### src/cu_pkg.sv
// ------------------------------
// Event coalescing unit shared definitions
// Event field widths, packed event layout,
// saturation limit of merged values and
// width of the per-stream drop counters
// ------------------------------
package cu_pkg;

    // ------------------------------
    // Event fields
    // ------------------------------

    // Key of an event, compared between paired events
    localparam int KEY_W = 8;

    // Value carried by an event
    localparam int VAL_W = 16;

    // Packed event, key in the upper bits, value in the lower bits
    localparam int EVT_W = KEY_W + VAL_W;

    // ------------------------------
    // Merge arithmetic
    // ------------------------------

    // Largest value, a merged sum clips here
    localparam logic [VAL_W-1:0] VAL_MAX = {VAL_W{1'b1}};

    // ------------------------------
    // Status counters
    // ------------------------------

    // Drop counters saturate at all ones
    localparam int CNT_W = 16;

endpackage

### src/cu_coalescer.sv
// ------------------------------
// Event coalescer
// Pops both event FIFOs in pairs, merges
// pairs with equal keys into one event with
// a saturating sum, otherwise sends A then B.
// On flush drains the leftovers A first, then B
// ------------------------------
`timescale 1ns/1ps

module cu_coalescer (
    input  logic                     clk,
    input  logic                     rst,

    // FIFO status and pop requests
    input  logic                     empty_a_i,
    input  logic                     empty_b_i,
    output logic                     rd_a_o,
    output logic                     rd_b_o,

    // Popped events
    input  logic [cu_pkg::EVT_W-1:0] rdata_a_i,
    input  logic [cu_pkg::EVT_W-1:0] rdata_b_i,
    input  logic                     rvalid_a_i,
    input  logic                     rvalid_b_i,

    // Drain request
    input  logic                     flush_i,

    // Output events
    output logic                     out_valid_o,
    output logic [cu_pkg::KEY_W-1:0] out_key_o,
    output logic [cu_pkg::VAL_W-1:0] out_val_o,
    output logic                     out_merged_o,
    output logic                     flush_done_o
);

    import cu_pkg::*;

    typedef enum logic [2:0] {
        S_IDLE,
        S_PAIR,
        S_HOLD,
        S_FLA,
        S_FLB
    } state_t;

    state_t           state_q;
    state_t           state_d;

    logic             flush_pend_q;
    logic             done_arm_q;
    logic             done_arm_d;
    logic             flush_act;
    logic             pair_go;
    logic             flush_go;

    // Event fields of the two read ports
    logic [KEY_W-1:0] key_a;
    logic [KEY_W-1:0] key_b;
    logic [VAL_W-1:0] val_a;
    logic [VAL_W-1:0] val_b;
    logic             key_eq;
    logic [VAL_W:0]   sum;
    logic [VAL_W-1:0] sum_sat;

    // B event parked while A goes out
    logic [EVT_W-1:0] hold_q;

    // Next output
    logic             out_valid_d;
    logic             out_merged_d;
    logic [KEY_W-1:0] out_key_d;
    logic [VAL_W-1:0] out_val_d;

    // ------------------------------
    // Field decode and merge sum
    // ------------------------------
    assign key_a  = rdata_a_i[EVT_W-1 -: KEY_W];
    assign key_b  = rdata_b_i[EVT_W-1 -: KEY_W];
    assign val_a  = rdata_a_i[VAL_W-1:0];
    assign val_b  = rdata_b_i[VAL_W-1:0];
    assign key_eq = (key_a == key_b);

    // Carry out means overflow, clip to the limit
    assign sum     = {1'b0, val_a} + {1'b0, val_b};
    assign sum_sat = sum[VAL_W] ? VAL_MAX : sum[VAL_W-1:0];

    // ------------------------------
    // Pop control
    // ------------------------------

    // Pairs keep priority even under flush, so only true leftovers drain
    assign pair_go   = (state_q == S_IDLE) && !empty_a_i && !empty_b_i;
    assign flush_act = flush_i || flush_pend_q;
    assign flush_go  = (state_q == S_IDLE) && !pair_go && flush_act;

    assign rd_a_o = pair_go || ((state_q == S_FLA) && !empty_a_i);
    assign rd_b_o = pair_go || ((state_q == S_FLB) && !empty_b_i);

    // Next state
    always_comb begin
        state_d    = state_q;
        done_arm_d = 1'b0;
        case (state_q)
            S_IDLE: begin
                if (pair_go) begin
                    state_d = S_PAIR;
                end else if (flush_go) begin
                    if (!empty_a_i) begin
                        state_d = S_FLA;
                    end else if (!empty_b_i) begin
                        state_d = S_FLB;
                    end
                end
            end
            // Pair returns this cycle
            S_PAIR: begin
                state_d = key_eq ? S_IDLE : S_HOLD;
            end
            S_HOLD: begin
                state_d = S_IDLE;
            end
            // Last pop seen once the FIFO reads empty
            S_FLA: begin
                if (empty_a_i) begin
                    if (!empty_b_i) begin
                        state_d = S_FLB;
                    end else begin
                        state_d    = S_IDLE;
                        done_arm_d = 1'b1;
                    end
                end
            end
            S_FLB: begin
                if (empty_b_i) begin
                    state_d    = S_IDLE;
                    done_arm_d = 1'b1;
                end
            end
            default: state_d = S_IDLE;
        endcase
    end

    // ------------------------------
    // Output select
    // ------------------------------
    always_comb begin
        out_valid_d  = 1'b0;
        out_merged_d = 1'b0;
        out_key_d    = key_a;
        out_val_d    = val_a;
        case (state_q)
            S_PAIR: begin
                out_valid_d = rvalid_a_i && rvalid_b_i;
                if (key_eq) begin
                    out_merged_d = rvalid_a_i && rvalid_b_i;
                    out_val_d    = sum_sat;
                end
            end
            S_HOLD: begin
                out_valid_d = 1'b1;
                out_key_d   = hold_q[EVT_W-1 -: KEY_W];
                out_val_d   = hold_q[VAL_W-1:0];
            end
            S_FLA: begin
                out_valid_d = rvalid_a_i;
            end
            S_FLB: begin
                out_valid_d = rvalid_b_i;
                out_key_d   = key_b;
                out_val_d   = val_b;
            end
            default: ;
        endcase
    end

    // ------------------------------
    // Registers
    // ------------------------------
    always_ff @(posedge clk or posedge rst) begin
        if (rst) begin
            state_q      <= S_IDLE;
            flush_pend_q <= 1'b0;
            done_arm_q   <= 1'b0;
            out_valid_o  <= 1'b0;
            out_merged_o <= 1'b0;
            flush_done_o <= 1'b0;
        end else begin
            state_q      <= state_d;
            done_arm_q   <= done_arm_d;
            out_valid_o  <= out_valid_d;
            out_merged_o <= out_merged_d;
            // Nothing left pulses at once, else after the last event
            flush_done_o <= done_arm_q || (flush_go && empty_a_i && empty_b_i);
            // Flush waits for the open pair, ignored while draining
            if (flush_go) begin
                flush_pend_q <= 1'b0;
            end else if (flush_i && (state_q != S_FLA) && (state_q != S_FLB)) begin
                flush_pend_q <= 1'b1;
            end
        end
    end

    // Payload only moves with a valid event
    always_ff @(posedge clk) begin
        if (out_valid_d) begin
            out_key_o <= out_key_d;
            out_val_o <= out_val_d;
        end
        if ((state_q == S_PAIR) && !key_eq) begin
            hold_q <= rdata_b_i;
        end
    end

endmodule

### src/cu_fifo.sv
// ------------------------------
// Event FIFO
// Circular buffer for one event stream with
// ready and empty flags, registered read data
// with a one-cycle valid strobe, and a
// saturating count of rejected pushes
// ------------------------------
`timescale 1ns/1ps

module cu_fifo #(
    parameter int FIFO_DEPTH = 8
) (
    input  logic                     clk,
    input  logic                     rst,

    // Push side
    input  logic                     wr_en_i,
    input  logic [cu_pkg::EVT_W-1:0] wdata_i,
    output logic                     ready_o,

    // Pop side
    input  logic                     rd_en_i,
    output logic [cu_pkg::EVT_W-1:0] rdata_o,
    output logic                     rdata_valid_o,
    output logic                     empty_o,

    // Rejected pushes
    output logic [cu_pkg::CNT_W-1:0] drop_cnt_o
);

    import cu_pkg::*;

    // Pointer width and occupancy width
    localparam int IDX_W = $clog2(FIFO_DEPTH);
    localparam int OCC_W = $clog2(FIFO_DEPTH + 1);

    logic [EVT_W-1:0] mem [FIFO_DEPTH];

    logic [IDX_W-1:0] head_q;
    logic [IDX_W-1:0] tail_q;
    logic [OCC_W-1:0] count_q;

    logic             push;
    logic             pop;
    logic             drop;

    // ------------------------------
    // Handshake
    // ------------------------------

    // Accepted push, accepted pop, rejected push
    assign push = wr_en_i && ready_o;
    assign pop  = rd_en_i && !empty_o;
    assign drop = wr_en_i && !ready_o;

    // Flags straight from the occupancy count
    assign ready_o = (count_q != OCC_W'(FIFO_DEPTH));
    assign empty_o = (count_q == '0);

    // ------------------------------
    // Occupancy and pointers
    // ------------------------------
    always_ff @(posedge clk or posedge rst) begin
        if (rst) begin
            count_q <= '0;
            head_q  <= '0;
            tail_q  <= '0;
        end else begin
            // Push and pop together keep the count
            case ({push, pop})
                2'b10:   count_q <= count_q + 1'b1;
                2'b01:   count_q <= count_q - 1'b1;
                default: count_q <= count_q;
            endcase

            // Tail advances on push, wraps at depth
            if (push) begin
                if (tail_q == IDX_W'(FIFO_DEPTH - 1)) begin
                    tail_q <= '0;
                end else begin
                    tail_q <= tail_q + 1'b1;
                end
            end

            // Head advances on pop
            if (pop) begin
                if (head_q == IDX_W'(FIFO_DEPTH - 1)) begin
                    head_q <= '0;
                end else begin
                    head_q <= head_q + 1'b1;
                end
            end
        end
    end

    // ------------------------------
    // Storage and read port
    // ------------------------------
    always_ff @(posedge clk) begin
        if (push) begin
            mem[tail_q] <= wdata_i;
        end
        // Read word held until the next pop
        if (pop) begin
            rdata_o <= mem[head_q];
        end
    end

    // Valid strobe one cycle after the pop
    always_ff @(posedge clk or posedge rst) begin
        if (rst) begin
            rdata_valid_o <= 1'b0;
        end else begin
            rdata_valid_o <= pop;
        end
    end

    // ------------------------------
    // Drop counter
    // ------------------------------

    // Sticks at all ones
    always_ff @(posedge clk or posedge rst) begin
        if (rst) begin
            drop_cnt_o <= '0;
        end else if (drop && (drop_cnt_o != {CNT_W{1'b1}})) begin
            drop_cnt_o <= drop_cnt_o + 1'b1;
        end
    end

endmodule

### src/cu_top.sv
// ------------------------------
// Event coalescing unit top level
// Two event FIFOs side by side feeding
// one coalescer
// ------------------------------
`timescale 1ns/1ps

module cu_top #(
    parameter int FIFO_DEPTH = 8
) (
    input  logic                     clk,
    input  logic                     rst,

    // Stream A
    input  logic                     push_a_i,
    input  logic [cu_pkg::KEY_W-1:0] key_a_i,
    input  logic [cu_pkg::VAL_W-1:0] val_a_i,
    output logic                     ready_a_o,

    // Stream B
    input  logic                     push_b_i,
    input  logic [cu_pkg::KEY_W-1:0] key_b_i,
    input  logic [cu_pkg::VAL_W-1:0] val_b_i,
    output logic                     ready_b_o,

    input  logic                     flush_i,

    // Coalesced events
    output logic                     out_valid_o,
    output logic [cu_pkg::KEY_W-1:0] out_key_o,
    output logic [cu_pkg::VAL_W-1:0] out_val_o,
    output logic                     out_merged_o,
    output logic                     flush_done_o,

    // Rejected pushes per stream
    output logic [cu_pkg::CNT_W-1:0] drop_a_o,
    output logic [cu_pkg::CNT_W-1:0] drop_b_o
);

    import cu_pkg::*;

    // FIFO to coalescer
    logic             empty_a;
    logic             empty_b;
    logic             rd_a;
    logic             rd_b;
    logic [EVT_W-1:0] rdata_a;
    logic [EVT_W-1:0] rdata_b;
    logic             rvalid_a;
    logic             rvalid_b;

    // ------------------------------
    // Event FIFOs
    // ------------------------------

    // Key packed above value
    cu_fifo #(
        .FIFO_DEPTH    (FIFO_DEPTH)
    ) u_fifo_a (
        .clk           (clk),
        .rst           (rst),
        .wr_en_i       (push_a_i),
        .wdata_i       ({key_a_i, val_a_i}),
        .ready_o       (ready_a_o),
        .rd_en_i       (rd_a),
        .rdata_o       (rdata_a),
        .rdata_valid_o (rvalid_a),
        .empty_o       (empty_a),
        .drop_cnt_o    (drop_a_o)
    );

    cu_fifo #(
        .FIFO_DEPTH    (FIFO_DEPTH)
    ) u_fifo_b (
        .clk           (clk),
        .rst           (rst),
        .wr_en_i       (push_b_i),
        .wdata_i       ({key_b_i, val_b_i}),
        .ready_o       (ready_b_o),
        .rd_en_i       (rd_b),
        .rdata_o       (rdata_b),
        .rdata_valid_o (rvalid_b),
        .empty_o       (empty_b),
        .drop_cnt_o    (drop_b_o)
    );

    // ------------------------------
    // Coalescer
    // ------------------------------
    cu_coalescer u_coal (
        .clk          (clk),
        .rst          (rst),
        .empty_a_i    (empty_a),
        .empty_b_i    (empty_b),
        .rd_a_o       (rd_a),
        .rd_b_o       (rd_b),
        .rdata_a_i    (rdata_a),
        .rdata_b_i    (rdata_b),
        .rvalid_a_i   (rvalid_a),
        .rvalid_b_i   (rvalid_b),
        .flush_i      (flush_i),
        .out_valid_o  (out_valid_o),
        .out_key_o    (out_key_o),
        .out_val_o    (out_val_o),
        .out_merged_o (out_merged_o),
        .flush_done_o (flush_done_o)
    );

endmodule

### config.mk
export PLATFORM = sky130hd
export DESIGN_NAME = cu_top
export DESIGN_NICKNAME = d
export VERILOG_FILES = /design/src/cu_pkg.sv /design/src/cu_coalescer.sv /design/src/cu_fifo.sv /design/src/cu_top.sv
export SDC_FILE = /design/constraint.sdc
export NUM_CORES = 1
export LEC_CHECK = 0
export ABC_AREA = 1
export BUFFER_PORTS_ARGS = -buffer_cell sky130_fd_sc_hd__clkbuf_2
export CORE_ASPECT_RATIO = 1.4
export CORE_UTILIZATION = 63
export CTS_BUF_LIST = sky130_fd_sc_hd__clkbuf_4 sky130_fd_sc_hd__clkbuf_8
export CTS_CLUSTER_SIZE = 8
export DETAILED_ROUTE_END_ITERATION = 8
export PLACE_DENSITY = 0.82
export SYNTH_ARGS = -nofsm -noshare
export SYNTH_HDL_FRONTEND = slang
export SYNTH_SLANG_ARGS = --single-unit
### constraint.sdc
create_clock -name clk -period 2.9 [get_ports clk]
set_input_delay 0.29 -clock clk [delete_from_list [all_inputs] [get_ports clk]]
set_output_delay 0.29 -clock clk [all_outputs]
set_load 0.03 [all_outputs]
==> summary.txt, run 1 <==
Critical path
  – WP data required: 3.40 ns
  – Worst path bufs/invs: 1
  – R2r startpoint: u_fifo_a.count_q[0]
  – Crit-path max cell delay: 0.42 ns
  – CP max stage cell: dfrtp_1
  – Crit start category: register
  – Crit Reg-Reg Endpoint: u_fifo_b.count_q[3]
  – Kind of cell adding the most delay to the critical path: simple AND/OR/NAND/NOR gates
  – R2r setup slk: 0.34 ns
  – WS Path Type: register to register
  – Crit path cell chain: nor2_1, nand3_1, nand2_1, nor2_2, inv_1, nand2_2, ha_1, ha_1, a21oi_1, nand2_1, a21oi_1, o21ai_0, xor2_1
  – CP Max Fanout: 5
  – Setup crit end kind: register
  – R2R cell count: 13
  – Crit path DAT: 3.05 ns

Die
  – Row count: 82
  – Die height: 228 µm
  – DIE AREA: 37100 µm²
  – Die width: 163 µm
  – Ports: approximately 110
  – Core area: between 30000 and 40000 µm²
  – Initial Utilization: a little under two thirds

Drt
  – DRC Markers: 0
  – WL/cell: approximately 20 µm
  – DR vias: 15799
  – Drt initial violations: 1545
  – Final WL: 53000 µm
  – Vias per cell: 5.92
  – Iteration count of the initial detailed-routing pass: 5
  – DRT antenna net count: 0

STA
  – RSZ-0062 raised after global routing: false
  – Final Skew: 0.0403 ns
  – Final setup TNS: 0 ns
  – Fin. Hold Viols: 0
  – Worst rel slew slack: 54.1%
  – Worst-Margin Slew: a little under 0.7 ns
  – Max Slew Vio Count: 0
  – Final setup vio count: 0
  – Final min period: 2.56 ns
  – Final critical-path share of the clock period: 88.1%
  – FMAX: 391 MHz

Synth
  – Synth Net Count: 2041
  – Post-synth ARST share: 11.4%
  – Cell Area, Synth: between 20000 and 25000 µm²
  – Register area share after synthesis: a little over two thirds
  – Post-synth top flop: edfxtp_1
  – Yosys warnings: 0
  – Cell count after synthesis: 1953
  – Register bit total from synthesis: 542
  – Syn Area/Cell: 11.7 µm²
  – Number of synthesized flops with an enable pin: 480
  – Synth unique cells: 45

Flow run
  – Max Cap Violations: 0

Placement
  – Area post-placement: roughly 24000 µm²
  – DP HPWL: 32500 µm
  – RePlAce Congestion: about 0.93
  – # port buffers: 113

Layout
  – Design area: 26100 µm²
  – Nets: 2253
  – Commonest non-fill, non-tap cell in the layout: edfxtp_1
  – Most frequent cells in the layout: 480 x edfxtp_1, 383 x nor2_1, 245 x nand2_1
  – Share of layout cells above drive strength 1: 16.1%
  – Area delta synth->final: 14.0%

CTS
  – Clock Pin Slew Worst Setup and Hold Paths: 0.07 ns
  – CTS Buf Count: between 80 and 90
  – # H-tree levels: 3
  – Clk sinks: 542
  – Root buf cell: clkbuf_8
  – CTS tree: built
  – Longest Clk Path Bufs: 3
  – Clock latency on the worst-skew pair: between 0.6 and 0.7 ns

GRT
  – Largest net degree at the start of global routing: approximately 100
  – Number of global-route vias before repair: between 15000 and 20000
  – Initial antenna violation count: 1
  – First-pass GRT wire length: 81500 µm
  – Total GRT Usage: 29.2%
  – GR Overflow Total: 0

Worst hold path
  – HP Class: input pin to register
  – Hold Path Depth: 4
  – HP Start: push_a_i
  – End of the worst hold path: u_fifo_a.tail_q[2]

Power
  – LEAKAGE: 9.95 nW
  – Pwr Density: 1090 nW/µm²
  – Worst vdd rail ir drop: 0.000591 V
  – Total power: 0.0285 W

Status
  – Status: finished clean
## sequential cells by signal (all words and copies together) (netlist names), 3 cells and up
register	cells
u_fifo_b.tail_q	3
u_fifo_a.count_q	4
u_fifo_a.rdata_o	24
u_coal.state_q	3
u_fifo_b.head_q	3
u_fifo_a.mem	192
u_coal.hold_q	24
u_coal.out_key_o	8
u_fifo_b.rdata_o	24
u_coal.out_val_o	16
u_fifo_b.drop_cnt_o	16
u_fifo_b.count_q	4
u_fifo_b.mem	192
u_fifo_a.drop_cnt_o	16
u_fifo_a.tail_q	3
u_fifo_a.head_q	3
## repair_timing
action	CTS	global route
hold buffers	50	0
endpoints found under the hold margin	411	0
setup buffers	0	0
resized for setup	0	0
## Yosys cell counts, types with 7 or more instances
| library cell | number | area, µm² |
|---|---|---|
| edfxtp_1 | 480 | 14400 |
| nor2_1 | 400 | 1500 |
| nand2_1 | 245 | 920 |
| o21ai_0 | 207 | 1040 |
| inv_1 | 115 | 432 |
| dfrtp_1 | 62 | 1550 |
| o22ai_1 | 52 | 325 |
| nand3_1 | 49 | 245 |
| a31oi_1 | 48 | 300 |
| clkbuf_1 | 46 | 173 |
| ha_1 | 32 | 400 |
| xor2_1 | 26 | 228 |
| buf_2 | 22 | 110 |
| o21ai_1 | 19 | 95.1 |
| xnor2_1 | 17 | 149 |
| a21oi_1 | 13 | 65.1 |
| a22o_1 | 13 | 114 |
| nand2_2 | 12 | 75.1 |
| nand4_1 | 12 | 75.1 |
| buf_4 | 9 | 67.6 |
| inv_2 | 8 | 30.0 |
| nor2_2 | 7 | 43.8 |
## cell families after synthesis
| group | after synthesis | synth area share [%] |
|---|---|---|
| adder cells (fa/ha/maj) | 35 | 2.01 |
| AND/OR/NAND/NOR | 764 | 14.0 |
| XOR/XNOR | 43 | 1.64 |
| AO/OA/AOI/OAI | 365 | 8.93 |
| buffers and inverters | 204 | 3.72 |
| flip-flops | 542 | 69.7 |
## worst reg2reg max path: cells and delay by family, from the launching register on
kind	cells	cell delay [ns]
xor gates and xnor gates	1	0.18
and+or+nand+nor	6	0.71
AOI/OAI and AO/OA	3	0.41
buffers and inverters	1	0.09
DFF	1	0.42
adders and majority gates	2	0.60
## power breakdown
group	internal, W	total (W)	switching, W
registers	0.0108	0.0117	0.000886
clock network	0.00321	0.00594	0.00273
logic	0.00327	0.0109	0.00759
total	0.0173	0.0285	0.0112
## metal layers
metal,vias up,track usage (%),share of wire [%]
met3,160,5.48,7.6
met5,-,0,0
met1,7601,34.6,37
met2,783,49.8,51
li1,7255,-,-
met4,0,16.9,4.5
## how the worst max path moves through the flow
stage,startpoint,endpoint,cells after the start
floorplan,u_coal.state_q[0],u_fifo_b.count_q[3],13
global placement,u_fifo_a.count_q[0],u_fifo_b.count_q[3],13
detailed placement,u_fifo_b.count_q[0],u_fifo_b.count_q[3],13
CTS,u_fifo_a.count_q[0],u_fifo_b.count_q[3],13
global route,u_fifo_a.count_q[0],u_fifo_b.count_q[3],13
finish,u_fifo_a.count_q[0],u_fifo_b.count_q[3],13
## final cells by class
| type | instances | area [µm²] |
|---|---|---|
| flip-flops and latches | 542 | 16000 |
| clock inverters | 4 | 53.8 |
| well taps | 462 | 578 |
| clock buffers | 120 | 1440 |
| diodes | 2 | 5.00 |
| repair buffers | 209 | 1460 |
| inverters | 124 | 468 |
| fillers | 2286 | 9710 |
| multi-input cells | 1207 | 6130 |
## through the flow
step           std cells  util (%)  worst slack, ns  hold slack, ns
5_1_grt             2669      72.9            0.125           0.120
6_report            2670      72.9            0.344           0.117
3_3_place_gp        2494      67.3            0.529           0.405
3_5_place_dp        2494      67.3            0.404           0.412
4_1_cts             2668      72.9            0.340          0.0764
2_1_floorplan       1953         -            0.280           0.389
(Power assumes the default switching activity.)
==> run 2: changes to the inputs <==
--- a/config.mk
+++ b/config.mk
@@ -8,11 +8,10 @@
 export ABC_AREA = 1
 export BUFFER_PORTS_ARGS = -buffer_cell sky130_fd_sc_hd__clkbuf_2
 export CORE_ASPECT_RATIO = 1.4
-export CORE_UTILIZATION = 63
+export CORE_UTILIZATION = 30
 export CTS_BUF_LIST = sky130_fd_sc_hd__clkbuf_4 sky130_fd_sc_hd__clkbuf_8
 export CTS_CLUSTER_SIZE = 8
 export DETAILED_ROUTE_END_ITERATION = 8
-export PLACE_DENSITY = 0.82
 export SYNTH_ARGS = -nofsm -noshare
 export SYNTH_HDL_FRONTEND = slang
 export SYNTH_SLANG_ARGS = --single-unit
==> constraint.sdc (replaced) <==
create_clock -name clk -period 2.9 [get_ports clk]
set_input_delay 0.87 -clock clk [delete_from_list [all_inputs] [get_ports clk]]
set_output_delay 0.87 -clock clk [all_outputs]
set_load 0.03 [all_outputs]
==> summary.txt, run 2 (synthesis results as in run 1) <==
Status
  – Status: finished clean

STA
  – Final Skew: 0.0383 ns (-0.00195 ns)
  – Worst rel slew slack: 57.9% (+3.8 points)
  – Max Slew Vio Count: 0 (unchanged)
  – Final setup margin: 0.130 ns (-0.214 ns)
  – Final setup TNS: 0 ns (unchanged)
  – Final setup vio count: 0 (unchanged)
  – RSZ-0062 raised after global routing: false
  – Worst-Margin Slew: 0.632 ns (-0.0559 ns)
  – Final critical-path share of the clock period: 95.5% (+7.4 points)
  – Fin. Hold Viols: 0 (unchanged)
  – Final min period: 2.77 ns (+0.214 ns)
  – FMAX: 361 MHz (-7.7%)

Drt
  – Final WL: 56600 µm (+6.7%)
  – DRC Markers: 0 (unchanged)
  – Vias per cell: 4.81 (-19%)
  – DR vias: 15126 (-4.3%)
  – Iteration count of the initial detailed-routing pass: 5 (unchanged)
  – Drt initial violations: 1201 (-22%)
  – DRT antenna net count: 0 (unchanged)
  – WL/cell: 18.0 µm (-9.3%)

Worst hold path
  – HP Class: input pin to async pin

Placement
  – Worst slack at placement: 0.266 ns (-0.139 ns)
  – DP HPWL: 35800 µm (+10%)
  – RePlAce Congestion: 0.884 (-5.0%)
  – # port buffers: 113 (unchanged)

Critical path
  – Setup crit end kind: primary output
  – R2r startpoint: u_fifo_a.count_q[0]
  – Worst path bufs/invs: 1 (unchanged)
  – CP max stage cell: dfrtp_1
  – R2r setup slk: 0.23 ns (-0.11 ns)
  – R2R cell count: 13 (unchanged)
  – CP Max Fanout: 4 (-1)
  – Crit path DAT: 1.90 ns (-1.15 ns)
  – Crit Reg-Reg Endpoint: u_fifo_b.count_q[3]
  – CP startpoint: u_fifo_a.count_q[0]
  – WP data required: 2.03 ns (-1.37 ns)
  – Crit-path max cell delay: 0.42 ns (about the same)
  – Crit path cell chain: nor2_1, nand3_1, clkbuf_2
  – Kind of cell adding the most delay to the critical path: simple AND/OR/NAND/NOR gates
  – WS Path Type: register to primary output
  – Crit start category: register

CTS
  – CTS tree: built
  – Hold-fix buffers, CTS: 0 (-100%)
  – Clock Pin Slew Worst Setup and Hold Paths: 0.06 ns (about the same)
  – Root buf cell: clkbuf_8
  – # resized after CTS: 0 (unchanged)
  – Clock latency on the worst-skew pair: 0.70 ns (+0.05 ns)
  – CTS Buf Count: 84 (+3.7%)
  – Postcts setup bufs: 0 (unchanged)
  – # H-tree levels: 3 (unchanged)
  – Longest Clk Path Bufs: 3 (unchanged)
  – Clk sinks: 542 (unchanged)

GRT
  – Largest net degree at the start of global routing: 98 (unchanged)
  – First-pass GRT wire length: 87100 µm (+6.9%)
  – Number of global-route vias before repair: 15311 (-3.2%)
  – GR Overflow Total: 0 (unchanged)
  – Initial antenna violation count: 5 (+4)
  – Total GRT Usage: 14.6% (-15 points)

Power
  – LEAKAGE: 9.86 nW (-0.95%)
  – Gate power share: 37.3% (-0.8 points)
  – Pint: 0.0175 W (+1.1%)
  – Total power: 0.0290 W (+1.6%)
  – Net switching power: 0.0115 W (+2.3%)
  – Worst vdd rail ir drop: 0.000611 V (+3.4%)
  – Flop pwr share: 40.7% (-0.4 points)
  – Sw frac: 39.5% (+0.28 points)
  – Clock group share of total power: 22.0% (+1.2 points)
  – Pwr Density: 1090 nW/µm² (about the same)

Die
  – Ports: 114 (unchanged)
  – Die height: 329 µm (+45%)
  – Row count: 119 (+45%)
  – Die width: 236 µm (+44%)
  – DIE AREA: 77500 µm² (+110%)
  – Initial Utilization: 30.4% (-34 points)
  – Core area: 75300 µm² (+110%)

Layout
  – FF+latch area: 16000 µm² (unchanged)
  – Most frequent cells in the layout: 480 x edfxtp_1, 383 x nor2_1, 245 x nand2_1
  – Fill count: 7259 (+220%)
  – Commonest non-fill, non-tap cell in the layout: edfxtp_1
  – Largest regs: u_fifo_a.mem x192, u_fifo_b.mem x192
  – Multi-input gate area: 6130 µm² (unchanged)
  – Nets: 2204 (-2.2%)
  – Area delta synth->final: 15.8%
  – Share of layout cells above drive strength 1: 17.0% (+0.85 points)

Flow run
  – Max Cap Violations: 0 (unchanged)
==> run 2: cell types whose count changed in the layout (fill, tap and decap cells not counted), moves of 4 or more <==
| cell | before | now |
|---|---|---|
| dlygate4sd3_1 | 50 | 0 |
| buf_4 | 42 | 29 |
| buf_12 | 4 | 15 |
| clkinv_2 | 0 | 5 |
| clkbuf_4 | 34 | 38 |
==> run 2: final cells by class <==
type | instances | share of cell area [%]
diodes | 3 | 0.0283
clock buffers | 124 | 5.54
clock inverters | 18 | 0.708
inverters | 124 | 1.76
multi-input cells | 1207 | 23.1
flip-flops and latches | 542 | 60.2
well taps | 968 | 4.57
repair buffers | 157 | 4.09
==> run 2: per-stage QoR <==
| step | instance area, µm² | hold slack (ns) | utilization [%] | cells |
|---|---|---|---|---|
| after global routing | 26500 | 0.157 | 35.2 | 3142 |
| after global placement | 24900 | 0.452 | 33.0 | 2998 |
| after floorplan | 22900 | 0.417 | - | 1953 |
| after CTS | 26500 | 0.141 | 35.2 | 3140 |
| final | 26500 | 0.178 | 35.2 | 3143 |
| after detailed placement | 24900 | 0.441 | 33.0 | 2998 |
==> run 2: how the worst max path moves through the flow <==
stage / end / cells after the start
6_report: ready_a_o / 3
3_3_place_gp: u_fifo_a.count_q[3] / 9
4_1_cts: ready_a_o / 3
3_5_place_dp: u_fifo_b.count_q[3] / 13
2_1_floorplan: u_fifo_b.count_q[3] / 13
5_1_grt: ready_a_o / 3
==> run 2: power by group through the flow <==
stage,clock network [W],logic [W],registers [W]
detailed placement,0,0.0109,0.0120
CTS,0.00660,0.0109,0.0118
global placement,0,0.0106,0.0119
global route,0.00688,0.0121,0.0119
floorplan,0,0.00693,0.0121
finish,0.00639,0.0108,0.0118
==> run 2: layer usage <==
layer,up-vias,wire [µm],global-route usage (%)
li1,7171,-,-
met1,7422,22800,16.8
met2,398,28700,25.5
met3,131,2670,2.76
met4,4,2430,8.21
met5,-,33,0
